## src/logic/adc_capture_pkg.sv

```systemverilog
package adc_capture_pkg;

  // Lane counts
  localparam int NUM_LANES  = 4;
  // Data lanes plus the frame lane, frame lane is the top index
  localparam int NUM_DELAYS = NUM_LANES + 1;

  // Delay tap range, 0 to 31 extra cycles
  localparam int TAP_W       = 5;
  localparam int TAP_DEFAULT = 4;
  localparam int HIST_DEPTH  = 2 ** TAP_W;

  // ADC word format, MSB first
  localparam int WORD_W     = 10;
  localparam int WORD_CNT_W = $clog2(WORD_W);

  // Cycles with tracking off before the new tap is presented
  localparam int SETTLE_CYCLES = 12;
  localparam int SETTLE_CNT_W  = $clog2(SETTLE_CYCLES + 1);

  // Register map, byte addresses
  localparam logic [31:0] REG_TAP_VALUE = 32'h0000_0000;
  localparam logic [31:0] REG_LANE_MASK = 32'h0000_0004;
  localparam logic [31:0] REG_CONTROL   = 32'h0000_0008;
  localparam logic [31:0] REG_STATUS    = 32'h0000_000C;

  // Bit positions inside the control and status words
  localparam int CTRL_GO_BIT   = 0;
  localparam int STAT_BUSY_BIT = 0;

  // Update sequencer states
  typedef enum logic [2:0] {
    UPD_IDLE,
    UPD_VTC_OFF,
    UPD_SETTLE,
    UPD_SET_VALUE,
    UPD_LOAD,
    UPD_VTC_ON
  } upd_state_e;

endpackage

```

## src/logic/wb_delay_regs.sv

```systemverilog
`timescale 1ns/1ns

module wb_delay_regs (
  input  logic                                     delay_clk,
  input  logic                                     rst,
  input  logic                                     wb_cyc_i,
  input  logic                                     wb_stb_i,
  input  logic                                     wb_we_i,
  input  logic [31:0]                              wb_adr_i,
  input  logic [3:0]                               wb_sel_i,
  input  logic [31:0]                              wb_dat_i,
  input  logic                                     busy_i,
  output logic [31:0]                              wb_dat_o,
  output logic                                     wb_ack_o,
  output logic                                     wb_err_o,
  output logic [adc_capture_pkg::TAP_W-1:0]        tap_value_o,
  output logic [adc_capture_pkg::NUM_DELAYS-1:0]   lane_mask_o,
  output logic                                     update_go_o
);

  import adc_capture_pkg::*;

  logic        req;
  logic        addr_hit;
  logic        wr_req;
  logic [31:0] rd_data;

  // One request per transfer, ignore stb while the answer is on the bus
  assign req    = wb_cyc_i && wb_stb_i && !wb_ack_o && !wb_err_o;
  assign wr_req = req && wb_we_i && addr_hit;

  // Address decode and read mux
  always_comb begin
    addr_hit = 1'b1;
    rd_data  = 32'h0;
    case (wb_adr_i)
      REG_TAP_VALUE: rd_data[TAP_W-1:0] = tap_value_o;
      REG_LANE_MASK: rd_data[NUM_DELAYS-1:0] = lane_mask_o;
      REG_CONTROL:   rd_data = 32'h0;
      REG_STATUS:    rd_data[STAT_BUSY_BIT] = busy_i;
      default:       addr_hit = 1'b0;
    endcase
  end

  // Bus response, one registered cycle after the request
  always_ff @(posedge delay_clk) begin
    if (rst) begin
      wb_ack_o <= 1'b0;
      wb_err_o <= 1'b0;
    end else begin
      wb_ack_o <= req && addr_hit;
      wb_err_o <= req && !addr_hit;
    end
  end

  always_ff @(posedge delay_clk) begin
    if (req && !wb_we_i) begin
      wb_dat_o <= rd_data;
    end
  end

  // Tap value and lane mask, byte enabled
  always_ff @(posedge delay_clk) begin
    if (rst) begin
      tap_value_o <= TAP_W'(TAP_DEFAULT);
      lane_mask_o <= '0;
    end else if (wr_req) begin
      if (wb_adr_i == REG_TAP_VALUE) begin
        for (int i = 0; i < TAP_W; i++) begin
          if (wb_sel_i[i / 8]) begin
            tap_value_o[i] <= wb_dat_i[i];
          end
        end
      end
      if (wb_adr_i == REG_LANE_MASK) begin
        for (int i = 0; i < NUM_DELAYS; i++) begin
          if (wb_sel_i[i / 8]) begin
            lane_mask_o[i] <= wb_dat_i[i];
          end
        end
      end
    end
  end

  // Go pulse lines up with the write's ack
  always_ff @(posedge delay_clk) begin
    if (rst) begin
      update_go_o <= 1'b0;
    end else begin
      update_go_o <= wr_req && (wb_adr_i == REG_CONTROL) &&
                     wb_sel_i[0] && wb_dat_i[CTRL_GO_BIT];
    end
  end

endmodule

```

## src/logic/delay_update_ctrl.sv

```systemverilog
`timescale 1ns/1ns

module delay_update_ctrl (
  input  logic                                   delay_clk,
  input  logic                                   rst,
  input  logic                                   update_go_i,
  input  logic [adc_capture_pkg::TAP_W-1:0]      tap_value_i,
  input  logic [adc_capture_pkg::NUM_DELAYS-1:0] lane_mask_i,
  output logic                                   busy_o,
  output logic [adc_capture_pkg::NUM_DELAYS-1:0] en_vtc_o,
  output logic [adc_capture_pkg::NUM_DELAYS-1:0] load_o,
  output logic [adc_capture_pkg::TAP_W-1:0]      tap_val_o
);

  import adc_capture_pkg::*;

  upd_state_e              state;
  upd_state_e              state_nxt;
  logic [SETTLE_CNT_W-1:0] settle_cnt;
  logic [TAP_W-1:0]        val_q;
  logic [NUM_DELAYS-1:0]   mask_q;
  logic                    vtc_off;

  // Next state
  always_comb begin
    state_nxt = state;
    case (state)
      UPD_IDLE: begin
        if (update_go_i) begin
          state_nxt = UPD_VTC_OFF;
        end
      end
      UPD_VTC_OFF:   state_nxt = UPD_SETTLE;
      UPD_SETTLE: begin
        if (settle_cnt == '0) begin
          state_nxt = UPD_SET_VALUE;
        end
      end
      UPD_SET_VALUE: state_nxt = UPD_LOAD;
      UPD_LOAD:      state_nxt = UPD_VTC_ON;
      UPD_VTC_ON:    state_nxt = UPD_IDLE;
      default:       state_nxt = UPD_IDLE;
    endcase
  end

  always_ff @(posedge delay_clk) begin
    if (rst) begin
      state <= UPD_IDLE;
    end else begin
      state <= state_nxt;
    end
  end

  // Settle counter, loaded on entry so SETTLE lasts SETTLE_CYCLES
  always_ff @(posedge delay_clk) begin
    if (rst) begin
      settle_cnt <= '0;
    end else if (state == UPD_VTC_OFF) begin
      settle_cnt <= SETTLE_CNT_W'(SETTLE_CYCLES - 1);
    end else if (state == UPD_SETTLE && settle_cnt != '0) begin
      settle_cnt <= settle_cnt - 1'b1;
    end
  end

  // Snapshot of value and mask, later bus writes do not disturb an update
  always_ff @(posedge delay_clk) begin
    if (state == UPD_IDLE && update_go_i) begin
      val_q  <= tap_value_i;
      mask_q <= lane_mask_i;
    end
  end

  // Tracking off from VTC_OFF through LOAD
  assign vtc_off = (state == UPD_VTC_OFF) || (state == UPD_SETTLE) ||
                   (state == UPD_SET_VALUE) || (state == UPD_LOAD);

  assign busy_o    = (state != UPD_IDLE);
  assign en_vtc_o  = vtc_off ? ~mask_q : {NUM_DELAYS{1'b1}};
  assign load_o    = (state == UPD_LOAD) ? mask_q : '0;
  assign tap_val_o = val_q;

endmodule

```

## src/logic/tap_delay_line.sv

```systemverilog
`timescale 1ns/1ns

module tap_delay_line (
  input  logic                              delay_clk,
  input  logic                              rst,
  input  logic                              en_vtc_i,
  input  logic                              load_i,
  input  logic [adc_capture_pkg::TAP_W-1:0] tap_val_i,
  input  logic                              din_i,
  output logic                              dout_o
);

  import adc_capture_pkg::*;

  logic [HIST_DEPTH-1:0] hist;
  logic [TAP_W-1:0]      tap;

  // Bit history, hist[0] is the newest sample
  always_ff @(posedge delay_clk) begin
    hist <= {hist[HIST_DEPTH-2:0], din_i};
  end

  // Tap register
  // A load only lands while tracking is off, as in the real delay cell
  always_ff @(posedge delay_clk) begin
    if (rst) begin
      tap <= TAP_W'(TAP_DEFAULT);
    end else if (load_i && !en_vtc_i) begin
      tap <= tap_val_i;
    end
  end

  // Tap 0 still costs the one history register
  assign dout_o = hist[tap];

endmodule

```

## src/logic/word_deserializer.sv

```systemverilog
`timescale 1ns/1ns

module word_deserializer (
  input  logic                                                    delay_clk,
  input  logic                                                    rst,
  input  logic                                                    frame_i,
  input  logic [adc_capture_pkg::NUM_LANES-1:0]                   lanes_i,
  output logic [adc_capture_pkg::NUM_LANES*adc_capture_pkg::WORD_W-1:0] words_o,
  output logic                                                    word_valid_o
);

  import adc_capture_pkg::*;

  logic                  frame_q;
  logic                  frame_rise;
  logic [WORD_CNT_W-1:0] bit_cnt;
  logic                  last_bit;
  logic [WORD_W-2:0]     lane_sr [NUM_LANES];

  // The bit seen with the frame edge is the word's MSB
  assign frame_rise = frame_i && !frame_q;
  assign last_bit   = !frame_rise && (bit_cnt == WORD_CNT_W'(WORD_W - 1));

  // Start high so the first cycle after reset never looks like an edge
  always_ff @(posedge delay_clk) begin
    if (rst) begin
      frame_q <= 1'b1;
    end else begin
      frame_q <= frame_i;
    end
  end

  // Bit counter, zero while waiting for an edge
  always_ff @(posedge delay_clk) begin
    if (rst) begin
      bit_cnt <= '0;
    end else if (frame_rise) begin
      bit_cnt <= WORD_CNT_W'(1);
    end else if (last_bit) begin
      bit_cnt <= '0;
    end else if (bit_cnt != '0) begin
      bit_cnt <= bit_cnt + 1'b1;
    end
  end

  // Per lane shift registers and word publish
  always_ff @(posedge delay_clk) begin
    for (int i = 0; i < NUM_LANES; i++) begin
      lane_sr[i] <= {lane_sr[i][WORD_W-3:0], lanes_i[i]};
      if (last_bit) begin
        words_o[i*WORD_W +: WORD_W] <= {lane_sr[i], lanes_i[i]};
      end
    end
  end

  always_ff @(posedge delay_clk) begin
    if (rst) begin
      word_valid_o <= 1'b0;
    end else begin
      word_valid_o <= last_bit;
    end
  end

endmodule

```

## src/logic/adc_capture_top.sv

```systemverilog
`timescale 1ns/1ns

module adc_capture_top (
  input  logic                                                    delay_clk,
  input  logic                                                    rst,
  input  logic                                                    wb_cyc_i,
  input  logic                                                    wb_stb_i,
  input  logic                                                    wb_we_i,
  input  logic [31:0]                                             wb_adr_i,
  input  logic [3:0]                                              wb_sel_i,
  input  logic [31:0]                                             wb_dat_i,
  output logic [31:0]                                             wb_dat_o,
  output logic                                                    wb_ack_o,
  output logic                                                    wb_err_o,
  input  logic                                                    frame_i,
  input  logic [adc_capture_pkg::NUM_LANES-1:0]                   din_i,
  output logic [adc_capture_pkg::NUM_LANES*adc_capture_pkg::WORD_W-1:0] dout_o,
  output logic                                                    dout_valid_o
);

  import adc_capture_pkg::*;

  logic [TAP_W-1:0]      tap_value;
  logic [NUM_DELAYS-1:0] lane_mask;
  logic                  update_go;
  logic                  busy;
  logic [NUM_DELAYS-1:0] en_vtc;
  logic [NUM_DELAYS-1:0] load;
  logic [TAP_W-1:0]      tap_val;
  logic [NUM_DELAYS-1:0] dly_in;
  logic [NUM_DELAYS-1:0] dly_out;

  // Frame lane sits on the top delay index
  assign dly_in = {frame_i, din_i};

  wb_delay_regs u_wb_delay_regs (
    .delay_clk   (delay_clk),
    .rst         (rst),
    .wb_cyc_i    (wb_cyc_i),
    .wb_stb_i    (wb_stb_i),
    .wb_we_i     (wb_we_i),
    .wb_adr_i    (wb_adr_i),
    .wb_sel_i    (wb_sel_i),
    .wb_dat_i    (wb_dat_i),
    .busy_i      (busy),
    .wb_dat_o    (wb_dat_o),
    .wb_ack_o    (wb_ack_o),
    .wb_err_o    (wb_err_o),
    .tap_value_o (tap_value),
    .lane_mask_o (lane_mask),
    .update_go_o (update_go)
  );

  delay_update_ctrl u_delay_update_ctrl (
    .delay_clk   (delay_clk),
    .rst         (rst),
    .update_go_i (update_go),
    .tap_value_i (tap_value),
    .lane_mask_i (lane_mask),
    .busy_o      (busy),
    .en_vtc_o    (en_vtc),
    .load_o      (load),
    .tap_val_o   (tap_val)
  );

  for (genvar g = 0; g < NUM_DELAYS; g++) begin : g_delay
    tap_delay_line u_tap_delay_line (
      .delay_clk (delay_clk),
      .rst       (rst),
      .en_vtc_i  (en_vtc[g]),
      .load_i    (load[g]),
      .tap_val_i (tap_val),
      .din_i     (dly_in[g]),
      .dout_o    (dly_out[g])
    );
  end

  word_deserializer u_word_deserializer (
    .delay_clk    (delay_clk),
    .rst          (rst),
    .frame_i      (dly_out[NUM_DELAYS-1]),
    .lanes_i      (dly_out[NUM_LANES-1:0]),
    .words_o      (dout_o),
    .word_valid_o (dout_valid_o)
  );

endmodule

```

## config.mk

```make
export PLATFORM = sky130hd
export DESIGN_NAME = adc_capture_top
export DESIGN_NICKNAME = d
export VERILOG_FILES = /design/src/logic/adc_capture_pkg.sv /design/src/logic/wb_delay_regs.sv /design/src/logic/delay_update_ctrl.sv /design/src/logic/tap_delay_line.sv /design/src/logic/word_deserializer.sv /design/src/logic/adc_capture_top.sv
export SDC_FILE = /design/constraint.sdc
export NUM_CORES = 1
export LEC_CHECK = 0
export BUFFER_PORTS_ARGS = -buffer_cell sky130_fd_sc_hd__buf_2
export CORE_ASPECT_RATIO = 1.75
export CORE_MARGIN = 2
export CORE_UTILIZATION = 59
export CTS_CLUSTER_SIZE = 20
export DETAILED_ROUTE_END_ITERATION = 7
export GPL_TIMING_DRIVEN = 0
export PLACE_DENSITY = 0.94
export SYNTH_ARGS = -nofsm -noshare
export SYNTH_HDL_FRONTEND = slang
export SYNTH_SLANG_ARGS = --single-unit
```

## constraint.sdc

```tcl
create_clock -name delay_clk -period 9.7 [get_ports delay_clk]
set_input_delay 0.485 -clock delay_clk [delete_from_list [all_inputs] [get_ports delay_clk]]
set_output_delay 0.485 -clock delay_clk [all_outputs]
set_load 0.01 [all_outputs]
```

==> impl_metrics.yaml, run 1 <==
power_and_ir_drop:
  powerDensity_nw_per_um2: 220.2
  power_mw: 2.406
  p_leak_nw: 4.291
  vdd_drop_max_mv: 0.1569
critical_path:
  crit_type: "reg2reg"
  rr_startpoint: "g_delay[4].u_tap_delay_line.tap[1]"
  critPathTopFamily: "buffers and inverters"
  cp_slowest_cell: "nor2_4"
  startpoint_type: "flop"
  r2r_setup_slack_ns: 7.15
  reg2reg_to: "u_word_deserializer.words_o[16]"
  cp-end-kind: "flop"
  slowest_delay_ns: 0.36
  worstPathRequired_ns: 9.90
  critPathLaunch: "g_delay[4].u_tap_delay_line.tap[1]"
  cp_cell_sequence: "buf_4 > buf_6 > mux2i_1 > a22oi_1 > nand3_1 > a41oi_1 > nor2_4 > buf_12"
  cp_max_fo: 37
  cp.depth: 8
  worst-r2r-cell-count: 8
  critPathBufInv: 3
  worst-endpoint-arrival_ns: 2.75
sta:
  worstMarginPinSlew_ns: 0.9712
  finalHoldViolCount: 0
  final_max_slew_viol_count: 0
  post-route-period-util_pct: 26.29
  fin_skew_ns: 0.01538
  max_slew_margin_pct: 34.34
  finalCriticalPeriod_ns: 2.550
  setup_viol: 0
  max_freq_mhz: 392.1
  fin_tns_setup_ns: 0
  fin_hold_ws_ns: 0.07471
  rsz0062_at_grt: "false"
die:
  io_pins: 153
  coreArea_um2: 15390
  initial_core_util_pct: 60.33
  dieArea_um2: 16790
  fp-row-count: 60
  die_w_um: 98.83
  die_h_um: 169.9
final_layout:
  drive_above_1_share_pct: 28.61
  final_nets: 833
  n_fill_cell: 937
  regArea_um2: 6596
  syn_to_final_growth_pct: 17.70
  diodes: 0
  multi_input_area_um2: 2451
clock_network:
  cts_tree: "built"
  ctsResizeCount: 0
  cts.hold.buffers_added: 0
  cts_max_level: 1
  cts-buffers-inserted: 24
  clock_path_buffers: 3
  path_clk_slew_ns: 0.07
  clk_latency_ns: 0.52
  cts_setup_buffers: 0
  cts_root_buffer: "clkbuf_16"
  clock-sinks: 302
run_status:
  status: "completed"
synthesis:
  async_flop_share_pct: 0
  ys_seq_area_share_pct: 71.05
  synth_cells: 604
  synth_seq_cells: 302
  synth_cell_types: 41
  synth-edff-count: 55
  syn_avg_cell_area_um2: 15.37
  yosysWarnings: 0
  synth_flop_cell: "dfxtp_1"
  netlist_area_um2: 9284
global_route:
  antenna_found_initial: 0
  grt_pass1_vias: 5417
  grt_usage_pct: 19.25
  grt_pass1_wl_mm: 26.08
  grt_max_degree: 38
  grt_remaining_overflow: 0
detailed_routing:
  drt_wl_total_mm: 15.88
  post_drt_via_cell_ratio: 5.334
  vias: 5094
  drc_errors: 0
  final_antenna_net_count: 0
  drt_pass1_iterations: 4
  wl_per_cell_um: 16.62
  drt_first_iter_violations: 226
worst_hold_path:
  holdPathEnd: "g_delay[3].u_tap_delay_line.hist[0]"
  worstHoldStart: "din_i[3]"
  holdPathStages: 1
  worstHoldPathType: "in2reg"
place:
  globalplace.congestion: 0.8016
  io_buffers: 94
  hpwl_mm: 10.88
flow_run:
  maxCapViolations: 0
-- metal layers --
metal | GRT usage [%] | vias up | routed length (um)
li1 | - | 2397 | -
met2 | 36.10 | 188 | 8615
met1 | 21.19 | 2471 | 5977
met3 | 2.916 | 38 | 798
met5 | 0 | - | 0
met4 | 8.398 | 0 | 485
-- cells in the final DEF, fill, tap and decap left out, drive strengths merged, types with 6 or more instances in the layout --
master,instances
nor3,7
conb,27
clkbuf,38
dfxtp,247
edfxtp,55
buf,134
nor2,45
nand2,19
and2,8
mux2i,57
inv,6
nor4,10
clkinv,12
a21oi,7
mux4,40
nand3,6
-- worst max path at each step --
| stage | to |
|---|---|
| after floorplan | u_word_deserializer.words_o[0] |
| after global placement | u_word_deserializer.words_o[10] |
| after detailed placement | u_word_deserializer.words_o[10] |
| after CTS | u_word_deserializer.words_o[13] |
| after global routing | u_word_deserializer.words_o[13] |
| final | u_word_deserializer.words_o[16] |
-- cell type report --
class,instances,share of cell area [%]
tap,186,2.130
clock inverter,16,1.534
timing repair buffer,95,4.489
inverter,6,0.2061
multi-input combinational,273,22.43
clock buffer,28,5.920
sequential,302,60.37
buffer,49,2.920
-- cells in the mapped netlist (2+ instances only) --
cell type	instances	area (um2)
a21oi_1	7	35.03
a22oi_1	4	30.03
and2_1	8	50.05
buf_2	6	30.03
buf_4	32	240.2
clkbuf_1	10	37.54
dfxtp_1	247	4945
edfxtp_1	55	1652
ha_1	4	50.05
inv_1	5	18.77
mux2_2	4	45.04
mux2i_1	57	570.6
mux4_2	40	900.9
nand2_1	19	71.32
nand2b_1	2	12.51
nand3_1	6	30.03
nand4_1	3	18.77
nor2_1	45	168.9
nor2b_1	5	31.28
nor3_1	7	35.03
nor3b_1	4	30.03
nor4_1	8	50.05
nor4_4	2	42.54
nor4b_1	2	17.52
o21ai_0	2	10.01
xnor2_1	5	43.79
-- where the power goes --
group	total, mW	switching, mW	internal, mW	leakage, nW
Clock	0.986	0.424	0.562	0.401
Sequential	1.35	0.0255	1.32	2.59
Combinational	0.0724	0.0322	0.0403	1.30
-- cell families (layout without fill, tap and decap cells) --
| family | after synthesis | count (layout) | synth area share, % |
|---|---|---|---|
| flops | 302 | 302 | 71.05 |
| fa+ha+maj | 4 | 4 | 0.5391 |
| mux | 101 | 101 | 16.33 |
| compound gates | 17 | 17 | 1.173 |
| other cells | 1 | 27 | 0.04039 |
| simple gates | 118 | 118 | 6.617 |
| xor+xnor | 6 | 6 | 0.5660 |
| buf+inv | 55 | 194 | 3.679 |
-- through the flow --
step                      worst slack (ns)  util (%)  cells  cell area, um2
final                                7.150     71.00    955           10930
after global routing                 7.054     71.00    955           10930
after CTS                            7.187     71.00    955           10930
after detailed placement             7.244     65.71    911           10110
after global placement               5.408     65.53    910           10080
after floorplan                      6.318         -    630            9382
-- registers in the layout, summed over array words and instances, names as in the netlist, 3 cells and up --
name,cells
g_delay.u_tap_delay_line.hist,160
g_delay.u_tap_delay_line.tap,25
u_delay_update_ctrl.mask_q,5
u_delay_update_ctrl.settle_cnt,4
u_delay_update_ctrl.state,3
u_delay_update_ctrl.tap_val_o,5
u_wb_delay_regs.lane_mask_o,5
u_wb_delay_regs.tap_value_o,5
u_wb_delay_regs.wb_dat_o,5
u_word_deserializer.bit_cnt,4
u_word_deserializer.lane_sr,36
u_word_deserializer.words_o,40
(Power assumes the default switching activity.)
==> run 2: changes to the inputs <==
--- a/config.mk
+++ b/config.mk
@@ -8,11 +8,11 @@
 export BUFFER_PORTS_ARGS = -buffer_cell sky130_fd_sc_hd__buf_2
 export CORE_ASPECT_RATIO = 1.75
 export CORE_MARGIN = 2
-export CORE_UTILIZATION = 59
+export CORE_UTILIZATION = 55
 export CTS_CLUSTER_SIZE = 20
 export DETAILED_ROUTE_END_ITERATION = 7
 export GPL_TIMING_DRIVEN = 0
-export PLACE_DENSITY = 0.94
+export PLACE_DENSITY = 0.89
 export SYNTH_ARGS = -nofsm -noshare
 export SYNTH_HDL_FRONTEND = slang
 export SYNTH_SLANG_ARGS = --single-unit
==> constraint.sdc (replaced) <==
create_clock -name delay_clk -period 2.5 [get_ports delay_clk]
set_input_delay 0.125 -clock delay_clk [delete_from_list [all_inputs] [get_ports delay_clk]]
set_output_delay 0.125 -clock delay_clk [all_outputs]
set_load 0.01 [all_outputs]
==> impl_metrics.yaml, run 2 (same netlist as run 1, synthesis figures left out) <==
run_status:
  status: "completed"
detailed_routing:
  drc_errors: 0
  drt_pass1_iterations: 4
  drt_first_iter_violations: 152
  final_antenna_net_count: 0
  drt_wl_total_mm: 15.72
  wl_met3_um: 618
  wl_met2_mm: 8.601
  post_drt_via_cell_ratio: 4.885
  top_layer: "met4"
  wl_per_cell_um: 15.50
  vias: 4953
  drt-met1-wl_mm: 6.122
final_layout:
  stdcell_area_um2: 11160
  diodes: 0
  largest_reg_flops: 160
  final_cell_mix: "dfxtp_1, buf_2, mux2i_1, edfxtp_1, nor2_1"
  final_nets: 853
  drive_above_1_share_pct: 28.86
  regMostFlops: "g_delay.u_tap_delay_line.hist"
  n_fill_cell: 1109
  syn_to_final_growth_pct: 20.18
  reg_top3: "g_delay.u_tap_delay_line.hist (160), u_word_deserializer.words_o (40), u_word_deserializer.lane_sr (36)"
  final_common_cell: "dfxtp_1"
place:
  place_area_um2: 10140
  globalplace.congestion: 0.7945
  hpwl_mm: 10.08
  io_buffers: 94
clock_network:
  cts-buffers-inserted: 25
  clock-sinks: 302
  clock_path_buffers: 3
  path_clk_slew_ns: 0.07
  cts_root_buffer: "clkbuf_16"
  cts_tree: "built"
  clk_latency_ns: 0.52
  cts_max_level: 1
global_route:
  grt_pass1_wl_mm: 24.81
  grt_pass1_vias: 5040
  grt_usage_pct: 17.65
  antenna_found_initial: 0
  grt_remaining_overflow: 0
  grt_max_degree: 21
sta:
  finalCriticalPeriod_ns: 2.234
  max_freq_mhz: 447.7
  final_max_slew_viol_count: 0
  rsz0062_at_grt: "false"
  fin_skew_ns: 0.01042
  post-route-period-util_pct: 89.34
  max_slew_margin_pct: 35.52
  worstMarginPinSlew_ns: 0.9537
  setup_viol: 0
  finalHoldViolCount: 0
critical_path:
  startpoint_type: "flop"
  worstPathRequired_ns: 2.68
  cp_max_fo: 10
  worst-endpoint-arrival_ns: 2.41
  crit_type: "reg2reg"
  cp-end-kind: "flop"
die:
  die_w_um: 102.2
  dieArea_um2: 17980
  coreArea_um2: 16450
  initial_core_util_pct: 56.45
  fp-row-count: 62
  die_h_um: 175.9
  io_pins: 153
power_and_ir_drop:
  p_leak_nw: 4.349
  power_mw: 9.207
  powerDensity_nw_per_um2: 825.2
  vdd_drop_max_mv: 0.5308
flow_run:
  maxCapViolations: 0
worst_hold_path:
  worstHoldPathType: "in2reg"
## run 2: cell count changes in the layout (fill, tap and decap cells not counted), sizes merged
cell,change
dlygate4sd3,+14
clkbuf,+7
clkinv,-5
bufinv,-3
nor2,+3
buf,+2
clkinvlp,+2
inv,+1
## run 2: area by class of cell
| type | count | area, um2 | area share [%] |
|---|---|---|---|
| Buffer | 49 | 319.1 | 2.860 |
| Clock buffer | 35 | 713.2 | 6.392 |
| Clock inverter | 11 | 76.32 | 0.6841 |
| Inverter | 6 | 22.52 | 0.2019 |
| Multi-Input combinational cell | 276 | 2504 | 22.44 |
| Sequential cell | 302 | 6596 | 59.12 |
| Tap cell | 224 | 280.3 | 2.512 |
| Timing Repair Buffer | 111 | 645.6 | 5.787 |
## run 2: per-stage QoR
step / setup slack [ns] / cells / setup TNS, ns / hold slack (ns) / util [%]
after floorplan: 0.1625 / 630 / 0 / 0.1527 / -
after global placement: -0.3204 / 948 / -12.65 / 0.2275 / 61.66
after detailed placement: -0.3179 / 948 / -12.54 / 0.2286 / 61.66
after CTS: -0.009903 / 1010 / -0.04450 / 0.01810 / 67.46
after global routing: 0.08366 / 1014 / 0 / 0.01441 / 67.84
final: 0.2664 / 1014 / 0 / 0.02014 / 67.84
## run 2: per-layer routing
layer | GRT usage, % | vias to the layer above
met3 | 2.149 | 28
met4 | 6.667 | 0
li1 | - | 2436
met1 | 19.81 | 2339
met5 | 0 | -
met2 | 33.20 | 150
## run 2: critical path, stage by stage, from the launching register on
cell and delay, ns:
dfxtp_1 0.31, buf_4 0.19, buf_6 0.20, mux2i_1 0.22, a22oi_1 0.10, nand3_1 0.18, a41oi_4 0.32, nor2_4 0.37
## run 2: repair_timing
action / CTS / global route
setup endpoints to repair: 40 / 40
pin swaps: 1 / 2
endpoints found under the hold margin: 18 / 0
cloned: 2 / 1
hold buffers: 14 / 0
setup buffers: 0 / 3
resized for setup: 2 / 3
## run 2: power by group
group / total (mW) / switching [mW] / leakage, nW / internal (mW)
Combinational: 0.296 / 0.124 / 1.38 / 0.172
Sequential: 5.23 / 0.0966 / 2.59 / 5.13
Clock: 3.68 / 1.67 / 0.381 / 2.01
Total: 9.21 / 1.89 / 4.35 / 7.31
## run 2: worst paths after layout
path                                         from                              endpoint  slack (ns)  cells past startpoint
min reg2reg  g_delay[1].u_tap_delay_line.hist[18]  g_delay[1].u_tap_delay_line.hist[19]        0.34                      0
max            g_delay[4].u_tap_delay_line.tap[1]       u_word_deserializer.words_o[21]        0.27                      7
max reg2reg    g_delay[4].u_tap_delay_line.tap[1]       u_word_deserializer.words_o[21]        0.27                      7
min                                       wb_we_i           u_wb_delay_regs.wb_dat_o[4]        0.02                      2
==> run 3: changes to the inputs <==
--- a/config.mk
+++ b/config.mk
@@ -6,9 +6,11 @@
 export NUM_CORES = 1
 export LEC_CHECK = 0
 export BUFFER_PORTS_ARGS = -buffer_cell sky130_fd_sc_hd__buf_2
+export CELL_PAD_IN_SITES_DETAIL_PLACEMENT = 0
+export CELL_PAD_IN_SITES_GLOBAL_PLACEMENT = 2
 export CORE_ASPECT_RATIO = 1.75
 export CORE_MARGIN = 2
-export CORE_UTILIZATION = 55
+export CORE_UTILIZATION = 39
 export CTS_CLUSTER_SIZE = 20
 export DETAILED_ROUTE_END_ITERATION = 7
 export GPL_TIMING_DRIVEN = 0
==> impl_metrics.yaml, run 3 (same netlist as run 1, synthesis figures left out) <==
die:
  coreArea_um2: 23330
  dieArea_um2: 25100
  die_w_um: 120.6
  initial_core_util_pct: 39.79
  die_h_um: 208.1
  io_pins: 153
  fp-row-count: 74
detailed_routing:
  wl_met2_mm: 8.146
  wl_met3_um: 824
  drt_first_iter_violations: 160
  post_drt_via_cell_ratio: 4.473
  drt_pass1_iterations: 4
  wl_per_cell_um: 14.20
  drt_wl_total_mm: 15.53
  final_antenna_net_count: 0
  vias: 4894
  drt-met1-wl_mm: 6.032
  drc_errors: 0
  top_layer: "met4"
sta:
  final_max_slew_viol_count: 0
  rsz0062_at_grt: "false"
  post-route-period-util_pct: 89.00
  finalHoldViolCount: 0
  fin_tns_setup_ns: 0
  finalCriticalPeriod_ns: 2.225
  max_freq_mhz: 449.4
  fin_skew_ns: 0.01060
  worstMarginPinSlew_ns: 1.008
  setup_viol: 0
  fin_ws_ns: 0.2750
  fin_hold_ws_ns: 0.02344
  max_slew_margin_pct: 31.85
final_layout:
  reg_top3: "g_delay.u_tap_delay_line.hist (160), u_word_deserializer.words_o (40), u_word_deserializer.lane_sr (36)"
  diodes: 0
  regMostFlops: "g_delay.u_tap_delay_line.hist"
  final_common_cell: "dfxtp_1"
  final_cell_mix: "dfxtp_1, buf_2, mux2i_1, edfxtp_1, nor2_1"
  instances_no_fill: 1094
  largest_reg_flops: 160
  final_nets: 852
  syn_to_final_growth_pct: 22.02
  n_fill_cell: 2051
  drive_above_1_share_pct: 28.73
power_and_ir_drop:
  p_leak_nw: 4.381
  power_mw: 9.551
  powerDensity_nw_per_um2: 843.1
  vdd_drop_max_mv: 0.4581
critical_path:
  startpoint_type: "flop"
  worst-r2r-cell-count: 7
  crit_type: "reg2reg"
  worstPathRequired_ns: 2.69
  cp_slowest_cell: "nor2_4"
  rr_startpoint: "g_delay[4].u_tap_delay_line.tap[1]"
  critPathTopFamily: "simple AND/OR/NAND/NOR gates"
  reg2reg_to: "u_word_deserializer.words_o[34]"
  cp-end-kind: "flop"
  worst-endpoint-arrival_ns: 2.42
  slowest_delay_ns: 0.39
  cp_max_fo: 10
  cp_cell_sequence: "buf_4 > buf_6 > mux2i_1 > a22oi_1 > nand3_1 > a41oi_4 > nor2_4"
  r2r_setup_slack_ns: 0.28
  critPathBufInv: 2
clock_network:
  path_clk_slew_ns: 0.07
  clock-sinks: 302
  cts_max_level: 1
  cts_tree: "built"
  cts-buffers-inserted: 26
  clk_latency_ns: 0.53
  clock_path_buffers: 3
  cts_root_buffer: "clkbuf_16"
worst_hold_path:
  holdPathStages: 2
  worstHoldPathType: "in2reg"
  worstHoldStart: "wb_we_i"
  holdPathEnd: "u_wb_delay_regs.wb_dat_o[2]"
global_route:
  grt_usage_pct: 12.77
  grt_pass1_vias: 5088
  grt_remaining_overflow: 0
  antenna_found_initial: 0
  grt_max_degree: 17
  grt_pass1_wl_mm: 25.64
flow_run:
  maxCapViolations: 0
place:
  io_buffers: 94
  globalplace.congestion: 0.6981
  hpwl_mm: 10.53
  placed_cells: 1028
  dp_slack_ns: -0.4124
run_status:
  status: "completed"
## run 3: repair_timing
item / in CTS / in global routing
buffers inserted: 1 / 0
hold endpoints to repair: 18 / 0
hold buffers: 14 / 0
resized for setup: 5 / 0
setup endpoints to repair: 40 / 0
## run 3: layout make-up
type                       instances  area (um2)  share of cell area (%)
clock buffer                      37       753.2                   6.649
clock inverter                    11       122.6                   1.082
multi-input combinational        276        2504                   22.10
buffer                            49       319.1                   2.816
sequential                       302        6596                   58.23
inverter                           6       22.52                  0.1988
tap                              304       380.4                   3.358
timing repair buffer             109       630.6                   5.567
## run 3: power breakdown
group          switching (mW)  internal, mW
logic                   0.121         0.170
registers              0.0915          5.13
clock network            1.71          2.32
total                    1.93          7.63
## run 3: stage by stage
stage / instance area, um2 / util [%]
global placement: 10240 / 43.89
CTS: 11330 / 48.55
floorplan: 9389 / -
finish: 11330 / 48.55
detailed placement: 10240 / 43.89
global route: 11330 / 48.55
## run 3: routing by layer
layer,vias up,track usage [%]
met4,0,6.055
li1,2421,-
met2,140,23.51
met3,28,2.138
met1,2305,13.98
met5,-,0
## run 3: worst reg2reg max path, cell delays in order (launching register included)
cell,delay [ns]
dfxtp_1,0.31
buf_4,0.19
buf_6,0.20
mux2i_1,0.20
a22oi_1,0.10
nand3_1,0.18
a41oi_4,0.31
nor2_4,0.39
## run 3: how the worst max path moves through the flow
stage	from	to	slack (ns)	depth (start not counted)
2_1_floorplan	g_delay[4].u_tap_delay_line.tap[1]	u_word_deserializer.words_o[0]	0.16	7
3_3_place_gp	g_delay[4].u_tap_delay_line.tap[1]	u_word_deserializer.words_o[10]	-0.40	7
3_5_place_dp	g_delay[4].u_tap_delay_line.tap[1]	u_word_deserializer.words_o[10]	-0.41	7
6_report	g_delay[4].u_tap_delay_line.tap[1]	u_word_deserializer.words_o[34]	0.28	7
4_1_cts	g_delay[4].u_tap_delay_line.tap[1]	u_word_deserializer.words_o[34]	0.19	7
5_1_grt	u_delay_update_ctrl.settle_cnt[0]	u_delay_update_ctrl.settle_cnt[2]	0.06	7
